==> src/hdl/riscv_pkg.sv <==
// Shared RV32I types for a 32-bit core without CSRs, traps or byte and halfword accesses
package riscv_pkg;

  // Data and address word
  typedef logic [31:0] word_t;

  // Major opcodes as found in instruction bits 6:0
  typedef enum logic [6:0] {
    op_lui    = 7'b0110111,
    op_auipc  = 7'b0010111,
    op_jal    = 7'b1101111,
    op_jalr   = 7'b1100111,
    op_branch = 7'b1100011,
    op_load   = 7'b0000011,
    op_store  = 7'b0100011,
    op_imm    = 7'b0010011,
    op_reg    = 7'b0110011,
    op_system = 7'b1110011
  } opcode_t;

  // Encoded exactly as funct3 of the integer ops
  typedef enum logic [2:0] {
    alu_add  = 3'b000,
    alu_sll  = 3'b001,
    alu_slt  = 3'b010,
    alu_sltu = 3'b011,
    alu_xor  = 3'b100,
    alu_shr  = 3'b101,
    alu_or   = 3'b110,
    alu_and  = 3'b111
  } alu_op_t;

  // Bit 1 picks the non-ALU sources
  typedef enum logic [1:0] {
    wb_alu       = 2'b00,
    wb_memory    = 2'b10,
    wb_pc_plus_4 = 2'b11
  } wr_reg_src_t;

  // First fetch address
  localparam word_t default_reset_pc = 32'h0000_0000;

endpackage

==> src/hdl/register_file.sv <==
// Integer register file with x0 hardwired to zero and reads that are combinational
`timescale 1ns/1ps

module register_file (
  input  logic             clock,
  input  logic             reset,
  input  logic             write_enable,
  input  logic [4:0]       read_address1,
  input  logic [4:0]       read_address2,
  input  logic [4:0]       write_address,
  input  riscv_pkg::word_t write_data,
  output riscv_pkg::word_t read_data1,
  output riscv_pkg::word_t read_data2
);

  riscv_pkg::word_t registers [32];

  always_ff @(posedge clock) begin
    if (reset) begin
      registers <= '{default: '0};
    end else if (write_enable && (write_address != 5'd0)) begin
      registers[write_address] <= write_data;
    end
  end

  // Asynchronous read ports
  assign read_data1 = registers[read_address1];
  assign read_data2 = registers[read_address2];

  // A write aimed at x0 must leave it untouched
  assert property (@(posedge clock) disable iff (reset)
    (write_enable && (write_address == 5'd0)) |=> (registers[0] == '0))
    else $error("register_file: x0 = %h after write attempt", registers[0]);

endmodule

==> src/hdl/alu.sv <==
// Combinational RV32I ALU whose flags always come from the adder (a - b when sub is high)
`timescale 1ns/1ps

module alu (
  input  riscv_pkg::word_t   a,
  input  riscv_pkg::word_t   b,
  input  riscv_pkg::alu_op_t alu_src,
  input  logic               sub,
  input  logic               arithmetic,
  output riscv_pkg::word_t   y,
  output logic               zero,
  output logic               negative,
  output logic               carry_out,
  output logic               overflow
);

  riscv_pkg::word_t b_operand;
  riscv_pkg::word_t sum;
  logic [4:0]       shamt;

  // Subtraction as a + ~b + 1
  assign b_operand = sub ? ~b : b;
  assign {carry_out, sum} = {1'b0, a} + {1'b0, b_operand} + {32'b0, sub};

  // Flags for the branch decision
  assign zero     = (sum == '0);
  assign negative = sum[31];
  assign overflow = (a[31] == b_operand[31]) && (sum[31] != a[31]);

  assign shamt = b[4:0];

  always_comb begin
    case (alu_src)
      riscv_pkg::alu_add:  y = sum;
      riscv_pkg::alu_sll:  y = a << shamt;
      riscv_pkg::alu_slt:  y = {31'b0, $signed(a) < $signed(b)};
      riscv_pkg::alu_sltu: y = {31'b0, a < b};
      riscv_pkg::alu_xor:  y = a ^ b;
      riscv_pkg::alu_shr: begin
        // sra when arithmetic, srl otherwise
        if (arithmetic) begin
          y = riscv_pkg::word_t'($signed(a) >>> shamt);
        end else begin
          y = a >> shamt;
        end
      end
      riscv_pkg::alu_or:   y = a | b;
      default:             y = a & b;
    endcase
  end

endmodule

==> src/hdl/immediate_extender.sv <==
// Sign-extended immediate for the I, S, B, U and J formats; other opcodes give zero
`timescale 1ns/1ps

module immediate_extender (
  input  logic [31:0]      instruction,
  output riscv_pkg::word_t immediate
);

  logic sign;

  assign sign = instruction[31];

  always_comb begin
    case (instruction[6:0])
      // I format
      riscv_pkg::op_jalr, riscv_pkg::op_load, riscv_pkg::op_imm:
        immediate = {{20{sign}}, instruction[31:20]};
      // S format
      riscv_pkg::op_store:
        immediate = {{20{sign}}, instruction[31:25], instruction[11:7]};
      // B format, bit 0 always zero
      riscv_pkg::op_branch:
        immediate = {{19{sign}}, sign, instruction[7], instruction[30:25],
                     instruction[11:8], 1'b0};
      // U format
      riscv_pkg::op_lui, riscv_pkg::op_auipc:
        immediate = {instruction[31:12], 12'b0};
      // J format
      riscv_pkg::op_jal:
        immediate = {{11{sign}}, sign, instruction[19:12], instruction[20],
                     instruction[30:21], 1'b0};
      default:
        immediate = '0;
    endcase
  end

endmodule

==> src/hdl/dataflow.sv <==
// RV32I datapath holding PC and IR; PC only moves when pc_en is high and starts at reset_pc
`timescale 1ns/1ps

module dataflow #(
  parameter riscv_pkg::word_t reset_pc = riscv_pkg::default_reset_pc
) (
  input  logic                     clock,
  input  logic                     reset,
  // Memory side
  input  riscv_pkg::word_t         mem_rdata,
  output riscv_pkg::word_t         mem_wdata,
  output riscv_pkg::word_t         mem_addr,
  // From the control unit
  input  logic                     alua_src,
  input  logic                     alub_src,
  input  riscv_pkg::alu_op_t       alu_src,
  input  logic                     sub,
  input  logic                     arithmetic,
  input  logic                     alupc_src,
  input  logic                     pc_src,
  input  logic                     pc_en,
  input  riscv_pkg::wr_reg_src_t   wr_reg_src,
  input  logic                     wr_reg_en,
  input  logic                     ir_en,
  input  logic                     mem_addr_src,
  // To the control unit
  output logic [6:0]               opcode,
  output logic [2:0]               funct3,
  output logic [6:0]               funct7,
  output logic                     zero,
  output logic                     negative,
  output logic                     carry_out,
  output logic                     overflow
);

  logic [31:0]      ir;
  logic [4:0]       rs1_addr;
  riscv_pkg::word_t pc;
  riscv_pkg::word_t new_pc;
  riscv_pkg::word_t rs1;
  riscv_pkg::word_t rs2;
  riscv_pkg::word_t rd_data;
  riscv_pkg::word_t immediate;
  riscv_pkg::word_t alu_a;
  riscv_pkg::word_t alu_b;
  riscv_pkg::word_t alu_y;
  riscv_pkg::word_t pc_plus_4;
  riscv_pkg::word_t jump_base;
  riscv_pkg::word_t jump_sum;
  riscv_pkg::word_t pc_target;

  // PC and instruction register
  always_ff @(posedge clock) begin
    if (reset) begin
      pc <= reset_pc;
      ir <= '0;
    end else begin
      if (pc_en) pc <= new_pc;
      if (ir_en) ir <= mem_rdata;
    end
  end

  // LUI reads x0 so the ALU passes the immediate through
  assign rs1_addr = ir[19:15] & {5{~(ir[4] & ir[2])}};

  always_comb begin
    case (wr_reg_src)
      riscv_pkg::wb_memory:    rd_data = mem_rdata;
      riscv_pkg::wb_pc_plus_4: rd_data = pc_plus_4;
      default:                 rd_data = alu_y;
    endcase
  end

  register_file i_register_file (
    .clock        (clock),
    .reset        (reset),
    .write_enable (wr_reg_en),
    .read_address1(rs1_addr),
    .read_address2(ir[24:20]),
    .write_address(ir[11:7]),
    .write_data   (rd_data),
    .read_data1   (rs1),
    .read_data2   (rs2)
  );

  immediate_extender i_immediate_extender (
    .instruction(ir),
    .immediate  (immediate)
  );

  assign alu_a = alua_src ? pc : rs1;
  assign alu_b = alub_src ? immediate : rs2;

  alu i_alu (
    .a         (alu_a),
    .b         (alu_b),
    .alu_src   (alu_src),
    .sub       (sub),
    .arithmetic(arithmetic),
    .y         (alu_y),
    .zero      (zero),
    .negative  (negative),
    .carry_out (carry_out),
    .overflow  (overflow)
  );

  // Next PC: sequential or jump/branch target, JALR clears bit 0
  assign pc_plus_4 = pc + 32'd4;
  assign jump_base = alupc_src ? rs1 : pc;
  assign jump_sum  = jump_base + immediate;
  assign pc_target = {jump_sum[31:1], jump_sum[0] & ~alupc_src};
  assign new_pc    = pc_src ? pc_target : pc_plus_4;

  assign mem_addr  = mem_addr_src ? alu_y : pc;
  assign mem_wdata = rs2;

  // Instruction fields for decode
  assign opcode = ir[6:0];
  assign funct3 = ir[14:12];
  assign funct7 = ir[31:25];

  assert property (@(posedge clock) disable iff (reset) pc_en |=> (pc[1:0] == 2'b00))
    else $error("dataflow: misaligned pc = %h", pc);

endmodule

==> src/hdl/control_unit.sv <==
// Multicycle RV32I FSM on a four-phase req/ack port; waits on ack without limit, halts on SYSTEM
`timescale 1ns/1ps

module control_unit (
  input  logic                   clock,
  input  logic                   reset,
  input  logic [6:0]             opcode,
  input  logic [2:0]             funct3,
  input  logic [6:0]             funct7,
  input  logic                   zero,
  input  logic                   negative,
  input  logic                   carry_out,
  input  logic                   overflow,
  input  logic                   mem_ack,
  output logic                   mem_req,
  output logic                   mem_we,
  output logic                   halted,
  output logic                   alua_src,
  output logic                   alub_src,
  output riscv_pkg::alu_op_t     alu_src,
  output logic                   sub,
  output logic                   arithmetic,
  output logic                   alupc_src,
  output logic                   pc_src,
  output logic                   pc_en,
  output riscv_pkg::wr_reg_src_t wr_reg_src,
  output logic                   wr_reg_en,
  output logic                   ir_en,
  output logic                   mem_addr_src
);

  typedef enum logic [3:0] {
    s_start, s_fetch, s_fetch_release, s_decode, s_execute,
    s_memory, s_memory_release, s_writeback, s_halted
  } state_t;

  state_t state;
  state_t next_state;
  logic   legal;
  logic   taken;
  logic   mem_access;
  logic   writes_result;

  always_ff @(posedge clock) begin
    if (reset) state <= s_start;
    else       state <= next_state;
  end

  // Supported subset, SYSTEM included in the illegal set
  always_comb begin
    case (opcode)
      riscv_pkg::op_lui, riscv_pkg::op_auipc, riscv_pkg::op_jal,
      riscv_pkg::op_imm:    legal = 1'b1;
      riscv_pkg::op_jalr:   legal = (funct3 == 3'b000);
      riscv_pkg::op_branch: legal = (funct3[2:1] != 2'b01);
      riscv_pkg::op_load,
      riscv_pkg::op_store:  legal = (funct3 == 3'b010);
      riscv_pkg::op_reg:    legal = (funct7 == 7'h00) ||
                                    ((funct7 == 7'h20) && (funct3 == 3'b000 || funct3 == 3'b101));
      default:              legal = 1'b0;
    endcase
  end

  // Branch outcome from the a - b flags
  always_comb begin
    case (funct3)
      3'b000:  taken = zero;
      3'b001:  taken = !zero;
      3'b100:  taken = negative ^ overflow;
      3'b101:  taken = !(negative ^ overflow);
      3'b110:  taken = !carry_out;
      default: taken = carry_out;
    endcase
  end

  assign mem_access    = (opcode == riscv_pkg::op_load) || (opcode == riscv_pkg::op_store);
  assign writes_result = !mem_access && (opcode != riscv_pkg::op_branch);

  // Datapath steering depends on the opcode only, so it holds from execute to writeback
  always_comb begin
    alua_src   = 1'b0;
    alub_src   = 1'b1;
    alu_src    = riscv_pkg::alu_add;
    sub        = 1'b0;
    arithmetic = 1'b0;
    alupc_src  = 1'b0;
    pc_src     = 1'b0;
    wr_reg_src = riscv_pkg::wb_alu;
    case (opcode)
      riscv_pkg::op_auipc: alua_src = 1'b1;
      riscv_pkg::op_jal: begin
        pc_src     = 1'b1;
        wr_reg_src = riscv_pkg::wb_pc_plus_4;
      end
      riscv_pkg::op_jalr: begin
        pc_src     = 1'b1;
        alupc_src  = 1'b1;
        wr_reg_src = riscv_pkg::wb_pc_plus_4;
      end
      riscv_pkg::op_branch: begin
        alub_src = 1'b0;
        sub      = 1'b1;
        pc_src   = taken;
      end
      riscv_pkg::op_load: wr_reg_src = riscv_pkg::wb_memory;
      riscv_pkg::op_imm: begin
        alu_src    = riscv_pkg::alu_op_t'(funct3);
        arithmetic = funct7[5];
      end
      riscv_pkg::op_reg: begin
        alub_src   = 1'b0;
        alu_src    = riscv_pkg::alu_op_t'(funct3);
        sub        = funct7[5] && (funct3 == 3'b000);
        arithmetic = funct7[5];
      end
      default: begin
      end
    endcase
  end

  // Sequencing and the memory handshake
  always_comb begin
    next_state   = state;
    mem_req      = 1'b0;
    mem_addr_src = 1'b0;
    ir_en        = 1'b0;
    pc_en        = 1'b0;
    wr_reg_en    = 1'b0;
    case (state)
      s_start:         if (!mem_ack) next_state = s_fetch;
      s_fetch: begin
        mem_req = 1'b1;
        if (mem_ack) begin
          ir_en      = 1'b1;
          next_state = s_fetch_release;
        end
      end
      s_fetch_release: if (!mem_ack) next_state = s_decode;
      s_decode:        next_state = legal ? s_execute : s_halted;
      s_execute:       next_state = mem_access ? s_memory : s_writeback;
      s_memory: begin
        mem_req      = 1'b1;
        mem_addr_src = 1'b1;
        if (mem_ack) begin
          // Load data is only valid while ack is high
          wr_reg_en  = (opcode == riscv_pkg::op_load);
          next_state = s_memory_release;
        end
      end
      s_memory_release: if (!mem_ack) next_state = s_writeback;
      s_writeback: begin
        pc_en      = 1'b1;
        wr_reg_en  = writes_result;
        next_state = s_fetch;
      end
      default:         next_state = s_halted;
    endcase
  end

  assign mem_we = (state == s_memory) && (opcode == riscv_pkg::op_store);
  assign halted = (state == s_halted) || ((state == s_decode) && !legal);

  assert property (@(posedge clock) disable iff (reset) $rose(mem_req) |-> !$past(mem_ack))
    else $error("control_unit: mem_req raised while mem_ack high");
  assert property (@(posedge clock) disable iff (reset)
    (mem_req && $past(mem_req)) |-> $stable(mem_we))
    else $error("control_unit: mem_we changed during request, now %h", mem_we);

endmodule

==> src/hdl/rv32i_core.sv <==
// Multicycle RV32I core top with one four-phase memory port shared by fetch, LW and SW
`timescale 1ns/1ps

module rv32i_core #(
  parameter riscv_pkg::word_t reset_pc = riscv_pkg::default_reset_pc
) (
  input  logic             clock,
  input  logic             reset,
  output logic             mem_req,
  output logic             mem_we,
  output riscv_pkg::word_t mem_addr,
  output riscv_pkg::word_t mem_wdata,
  input  riscv_pkg::word_t mem_rdata,
  input  logic             mem_ack,
  output logic             halted
);

  // Control lines toward the datapath
  logic                   alua_src;
  logic                   alub_src;
  riscv_pkg::alu_op_t     alu_src;
  logic                   sub;
  logic                   arithmetic;
  logic                   alupc_src;
  logic                   pc_src;
  logic                   pc_en;
  riscv_pkg::wr_reg_src_t wr_reg_src;
  logic                   wr_reg_en;
  logic                   ir_en;
  logic                   mem_addr_src;
  // Decode fields and flags back
  logic [6:0]             opcode;
  logic [2:0]             funct3;
  logic [6:0]             funct7;
  logic                   zero;
  logic                   negative;
  logic                   carry_out;
  logic                   overflow;

  control_unit i_control_unit (
    .clock(clock), .reset(reset),
    .opcode(opcode), .funct3(funct3), .funct7(funct7),
    .zero(zero), .negative(negative), .carry_out(carry_out), .overflow(overflow),
    .mem_ack(mem_ack), .mem_req(mem_req), .mem_we(mem_we), .halted(halted),
    .alua_src(alua_src), .alub_src(alub_src), .alu_src(alu_src), .sub(sub),
    .arithmetic(arithmetic), .alupc_src(alupc_src), .pc_src(pc_src), .pc_en(pc_en),
    .wr_reg_src(wr_reg_src), .wr_reg_en(wr_reg_en), .ir_en(ir_en),
    .mem_addr_src(mem_addr_src)
  );

  dataflow #(
    .reset_pc(reset_pc)
  ) i_dataflow (
    .clock(clock), .reset(reset),
    .mem_rdata(mem_rdata), .mem_wdata(mem_wdata), .mem_addr(mem_addr),
    .alua_src(alua_src), .alub_src(alub_src), .alu_src(alu_src), .sub(sub),
    .arithmetic(arithmetic), .alupc_src(alupc_src), .pc_src(pc_src), .pc_en(pc_en),
    .wr_reg_src(wr_reg_src), .wr_reg_en(wr_reg_en), .ir_en(ir_en),
    .mem_addr_src(mem_addr_src),
    .opcode(opcode), .funct3(funct3), .funct7(funct7),
    .zero(zero), .negative(negative), .carry_out(carry_out), .overflow(overflow)
  );

endmodule

==> config.mk <==
export PLATFORM = sky130hd
export DESIGN_NAME = rv32i_core
export DESIGN_NICKNAME = d
export VERILOG_FILES = /design/src/hdl/riscv_pkg.sv /design/src/hdl/register_file.sv /design/src/hdl/alu.sv /design/src/hdl/immediate_extender.sv /design/src/hdl/dataflow.sv /design/src/hdl/control_unit.sv /design/src/hdl/rv32i_core.sv
export SDC_FILE = /design/constraint.sdc
export NUM_CORES = 2
export LEC_CHECK = 0
export BUFFER_PORTS_ARGS = -buffer_cell sky130_fd_sc_hd__buf_2
export CORE_MARGIN = 3
export CORE_UTILIZATION = 30
export CTS_BUF_LIST = sky130_fd_sc_hd__clkbuf_8 sky130_fd_sc_hd__clkbuf_16
export DETAILED_ROUTE_END_ITERATION = 10
export PLACE_DENSITY = 0.49
export SYNTH_ARGS = -nofsm -noshare
export SYNTH_HDL_FRONTEND = slang
export SYNTH_SLANG_ARGS = --single-unit
==> constraint.sdc <==
create_clock -name clock -period 12.64 [get_ports clock]
set_clock_uncertainty 0.2 [all_clocks]
set_input_delay 2.528 -clock clock [delete_from_list [all_inputs] [get_ports clock]]
set_output_delay 2.528 -clock clock [all_outputs]
set_load 0.01 [all_outputs]
; Yosys cells after proc, flatten, opt, wreduce, memory -nomap -nowiden
; Index checks and enable logic that the tools add are counted.
[word_totals]
regBits = 1092
in_bits = 35
[classes]
add_sub_neg = 4
n_lt_le_gt_ge = 6
eq_ne = 40
shifts = 3
muxes = 43
n_bitwise = 13
reduce_logical = 32
[op_table]
columns = op, count
row1 = $bwmux 1024, 1
row2 = $mux 32, 12
row3 = $bmux 32 s5, 2
row4 = $pmux 32 s7, 1
row5 = $demux 32 s5, 1
row6 = $pmux 32 s5, 1
row7 = $lt 32x32->1, 2
row8 = $pmux 32 s2, 1
row9 = $add 32x32->33, 1
row10 = $add 33x1->33, 1
row11 = $add 32x3->32 const B, 1
row12 = $add 32x32->32, 1
row13 = $and 32x32->32, 1
row14 = $logic_not 32->1, 1
row15 = $not 32->32, 1
row16 = $or 32x32->32, 1
row17 = $pmux 4 s8, 1
row18 = $shl 32x5->32, 1
row19 = $shr 32x5->32, 1
row20 = $sshr 32x5->32, 1
row21 = $xor 32x32->32, 1
row22 = $eq 7x6->1 const B, 4
row23 = $mux 4, 6
row24 = $eq 7x7->1 const B, 3
row25 = other kinds (39), 94

; Logic depth before layout (Yosys ltp)
[logic_depth]
word_depth = 17
depth_mapped = 44
depth_no_buf = 33

; Hierarchy
; From an unflattened synthesis, not the netlist that was laid out.
[unflattened]
cells_unflattened = 9158
area_unflattened_um2 = 69394.1
[by_module_without_submodules]
columns = module, n_inst, cells_each, area_each_um2, seq_area_each_um2
row1 = register_file, 1, 6848, 52628.0, 20499.7
row2 = alu, 1, 1226, 8232.9, 0.0
row3 = dataflow, 1, 918, 7282.0, 1281.2
row4 = control_unit, 1, 93, 669.4, 80.1
row5 = immediate_extender, 1, 73, 581.8, 0.0

; Least setup slack after synthesis
; Ideal clock, no wire load.
[synth_path]
path_kind = reg2out
start = register i_dataflow.ir[20]
end = output mem_addr[31]
arrival_time_ps = 7623
t_required_ps = 9912
setup_slack_ps = 2289
stages_incl_launch_ff = 32
cell_sequence = dfxtp_1 -> buf_2 -> buf_2 -> buf_2 -> buf_2 -> buf_2 -> buf_1 -> buf_1 -> mux4_2 -> mux4_2 -> mux2i_1 -> nand2_1 -> o21ai_0 -> o21ai_0 -> ha_1 -> a21o_1 -> a21oi_1 -> o21bai_1 -> a21oi_1 -> nor2_1 -> a211oi_1 -> a211o_1 -> o21ai_0 -> o31a_1 -> o21ai_0 -> nand2b_1 -> fa_1 -> mux2i_1 -> o2111ai_1 -> a21oi_1 -> a21oi_1 -> mux2_2
[synth_between]
elab_chain_cells = 11
elab_cells_between_ends = 19
classes_between = 2 x add/sub / 3 x shift / 9 x mux / 5 x bitwise
[synth_rtl]
columns = item, line_no
row1 = from (decl), dataflow.sv:36  ; logic [31:0] ir;
row2 = from (signal assigned), dataflow.sv:59  ; if (ir_en) ir <= mem_rdata;
row3 = $not 5->6 (implied by the code), register_file.sv:28  ; assign read_data2 = registers[read_address2];
row4 = $bmux 32 s5, register_file.sv:28
row5 = $mux 32 (implied by the code) (2 in a row), register_file.sv:28
row6 = $mux 32 *, dataflow.sv:92  ; assign alu_b = alub_src ? immediate : rs2;
row7 = $not 32->32, alu.sv:22  ; assign b_operand = sub ? ~b : b;
row8 = $mux 32, alu.sv:22
row9 = $add 32x32->33, alu.sv:23  ; assign {carry_out, sum} = {1'b0, a} + {1'b0, b_operand} + {32'b0, sub};
row10 = $add 33x1->33, alu.sv:23
row11 = $pmux 32 s7 *, alu.sv:33  ; case (alu_src)
row12 = $mux 32 *, dataflow.sv:114  ; assign mem_addr = mem_addr_src ? alu_y : pc;
row13 = to (decl), rv32i_core.sv:11  ; output riscv_pkg::word_t mem_addr,
; Every way passes the cells marked *; elsewhere a longest branch is shown, timed or not. The select of a mux whose other input is x is not followed.

; Final worst setup path
[layout_path]
start = register i_dataflow.ir[4]
end = output mem_addr[31]
[layout_between]
elab_chain_cells = 12
elab_cells_between_ends = 47
classes_between = 2 x add/sub / 15 x eq/ne / 3 x shift / 14 x mux / 8 x bitwise / 5 x reduce/logical
[layout_rtl]
columns = item, line_no
row1 = $and 1x1->1, dataflow.sv:64  ; assign rs1_addr = ir[19:15] & {5{~(ir[4] & ir[2])}};
row2 = $not 1->1, dataflow.sv:64
row3 = $and 5x5->5, dataflow.sv:64
row4 = $not 5->6 (implied by the code), register_file.sv:27  ; assign read_data1 = registers[read_address1];
row5 = $bmux 32 s5, register_file.sv:27
row6 = $mux 32 (implied by the code) (2 in a row), register_file.sv:27
row7 = $mux 32, dataflow.sv:91  ; assign alu_a = alua_src ? pc : rs1;
row8 = "$add 32x32->33, or another cell as far along", alu.sv:23
row9 = $add 33x1->33 or $mux 32 (tied branches), "alu.sv:23, alu.sv:41"
row10 = $pmux 32 s7 *, alu.sv:33
row11 = $mux 32 *, dataflow.sv:114
; Marked as above.

==> summary.md <==
| Metric | Value |
|---|---|
| Outcome | complete, no violations |
| First-pass GRT wire length | 486100 um |
| Placed cell area | about 0.07 mm^2 |
| Inst Count DP | 10308 |
| Peak VDD IR | 96.88 uV |
| Peak Freq | 83.61 MHz |
| Setup tns final | 0 ns |
| Critical-path top delay cell | dfxtp_2 |
| Hold Buf Count CTS | 0 |
| Max-slew headroom | under 10% |
| Post-Syn Area per Cell | 8.553 um^2 |
| Layout cells sized above 1 | approximately 15% |
| Clock transition at the registers of the reported paths | 0.06 ns |
| Post-DR vias/cell | just over 6 |
| Worst-path maximum fanout | a little over 70 |
| Bufs on Longest Clock Path | 3 |
| # H-tree levels | 3 |
| Non-Filler Instances | 10535 |
| Mapped Cells | 7819 |
| Hold Path Class | reg -> reg |
| Crit path time final | 11.96 ns |
| Sw frac | 28.06% |
| Final setup vio count | 0 |
| Drt pass-1 iters | 7 |
| CP required | 9.91 ns |
| DR vias | about 65000 |
| Pwr Density | 108.5 mW/mm^2 |
| Worst stage delay on the critical path | 0.99 ns |
| Post-synth EDFFs | 0 |
| Seq/Total Area, Yosys | about a third |
| Cell Int Power | 5811 uW |
| Post-synth top flop | dfxtp_1 |
| TritonCTS Buffers | 120 |
| Area delta synth->final | 11.38% |
| Setup Fix Bufs, Post-CTS | 0 |
| FFs w/ async S/R, synth | 0% |
| Io pins | 102 |
| Vias in the first global route | 61571 |
| Critical path buffer and inverter count | 4 |
| Ys Warns | 0 |
| Gr ovfl total | 0 |
| Initial drt markers | 8611 |
| Slew Limit Fails | 0 |
| Worst setup SP type | flip-flop |
| Critical path class | reg -> out |
| Period utilization | 94.62% |
| Switching pwr | 2267 uW |
| Gr usage total | 29.02% |
| Worst-Margin Slew | 1.473 ns |
| Comb power frac | a little over a tenth |
| Power share of the clock group | 46.4% |
| TritonCTS clock tree | built |
| Ranking of synthesized cells by area | dfxtp_1 33%, mux4_2 12%, nor2_1 6.6% |
| RSZ-0062 raised after global routing | no |
| Die ar. | roughly 0.23 mm^2 |
| Site Rows | 172 |
| Sequential share of power | 43.1% |
| Yosys reg bits | 1092 |
| Placer Congestion | 1.001 |
| Max cap viols | 0 |
| Antenna violations before repair | 17 |
| Worst Path Arrival | between 9 and 10 ns |
| Syn_nets | between 8000 and 9000 |
| Die Span Y | 478.1 um |
| DP HPWL | 229100 um |
| Final #Nets | 7671 |
| Core ar. | 0.2206 mm^2 |
| Final Hold Fails | 0 |
| Largest net degree at the start of global routing | 163 |
| FILL cells | roughly 23000 |
| Wirelength per Cell | 32.79 um |
| Input/output buffers | 101 |
| Kind of cell adding the most delay to the critical path | compound AO/OA/AOI/OAI gates |
| Clock root cell | clkbuf_16 |
| DRT Wirelength | between 300000 and 400000 um |
| Design Area, Final | 0.07448 mm^2 |
| Drt drc | 0 |
| Mapped cell area | 0.06687 mm^2 |
| Library cells used by synthesis | 100 |
| Synth top area share | about 33% |
| Clock latency on the worst-skew pair | 0.82 ns |
| Die Wd | 478.1 um |
| Routed Antenna Nets | 0 |
| Initial Util | slightly above 30% |
| Lkg Pwr | 0.02692 uW |
| Cts repair resizes | 0 |
| CP endpoint kind | output pin |
| CTS sink cnt | ~1100 |
| Leading area contributor after synthesis | dfxtp_1 |
==> Yosys cell counts, types with 73 or more instances <==
cell	number
nor2_1	1177
dfxtp_1	1092
o21ai_0	804
clkbuf_1	522
a211oi_1	517
nand2_1	510
a21oi_1	477
mux4_2	368
mux2i_1	233
buf_2	186
ha_1	160
a221oi_1	157
a31oi_1	155
inv_1	146
nand3_1	133
mux2_2	82
a21o_1	73
nor3_1	73
==> path summary, 6_finish.rpt <==
| check | start | end | slack (ns) | cells after the start |
|---|---|---|---|---|
| min reg2reg | i_dataflow.i_register_file.registers[1012] | i_dataflow.i_register_file.registers[1012] | 0.28 | 1 |
| max reg2reg | i_dataflow.ir[4] | i_dataflow.pc[11] | 0.78 | 36 |
| min | i_dataflow.i_register_file.registers[1012] | i_dataflow.i_register_file.registers[1012] | 0.28 | 1 |
| max | i_dataflow.ir[4] | mem_addr[31] | 0.68 | 27 |
==> power groups by stage <==
stage / logic (uW) / clock network [uW] / registers, uW
5_1_grt: 872 / 3920 / 3480
2_1_floorplan: 488 / 0 / 3530
3_5_place_dp: 818 / 0 / 3560
6_report: 846 / 3750 / 3480
4_1_cts: 821 / 3790 / 3480
3_3_place_gp: 822 / 0 / 3560
==> routing by layer <==
metal / wire length (um) / up-vias / global-route usage [%] / part of all wire [%]
li1: - / 28458 / - / -
met1: 140700 / 32336 / 38.53 / 41
met2: 151600 / 3840 / 44.57 / 44
met3: 32670 / 750 / 5.751 / 9.5
met4: 20500 / 0 / 15.00 / 5.9
met5: 0 / - / 0 / 0
==> state kept, by name, summed over array words and instances (netlist names) <==
register,count
i_dataflow.i_register_file.registers,1024
i_dataflow.ir,32
i_dataflow.pc,32
i_control_unit.state,4
==> cells in the final DEF (no fill, tap or decap), types with 23 or more instances in the layout <==
master	count
a311oi_1	34
o21ai_0	799
o311ai_0	59
nand3_1	132
xnor2_1	54
o211ai_1	57
clkinv_2	24
a31oi_1	154
and2_1	43
a311o_1	23
dfxtp_1	1083
clkbuf_8	24
a211oi_1	515
nor2_1	1141
clkbuf_16	121
nand2_1	507
and3_1	35
a221oi_1	148
a222oi_1	23
ha_1	160
nor2b_1	44
mux2_2	82
nor3_1	72
xor2_1	27
inv_1	170
mux2i_1	232
a22oi_1	30
buf_4	242
mux4_2	368
buf_2	101
a21oi_1	477
nor2_4	33
o22ai_1	24
a21o_1	72
==> per-stage QoR <==
step,utilization [%],hold WS [ns],setup WS [ns],total power [uW]
finish,33.77,0.2836,0.6801,8078
global route,33.76,0.2918,0.3876,8275
CTS,33.76,0.2822,0.6660,8090
detailed placement,31.88,0.2720,0.9955,4378
global placement,31.87,0.2658,1.126,4381
floorplan,-,0.2528,2.289,4020
==> cell type report <==
cell class,count,area [um^2],area share [%]
Clock buffer,145,3358,4.509
Inverter,151,579.3,0.7778
Sequential cell,1092,21890,29.39
Clock inverter,77,790.8,1.062
Tap cell,2958,3701,4.969
Timing Repair Buffer,360,2658,3.568
Antenna cell,4,10.01,0.01344
Multi-Input combinational cell,5748,41500,55.71
==> logic make-up after synthesis <==
family                   share of synthesized area (%)
AO/OA/AOI/OAI                                    25.99
adder cells (fa/ha/maj)                          3.083
XOR/XNOR                                         1.061
AND/OR/NAND/NOR                                  13.61
flip-flops                                       32.69
multiplexers                                     17.28
buffers and inverters                            6.286
(Power assumes the default switching activity.)
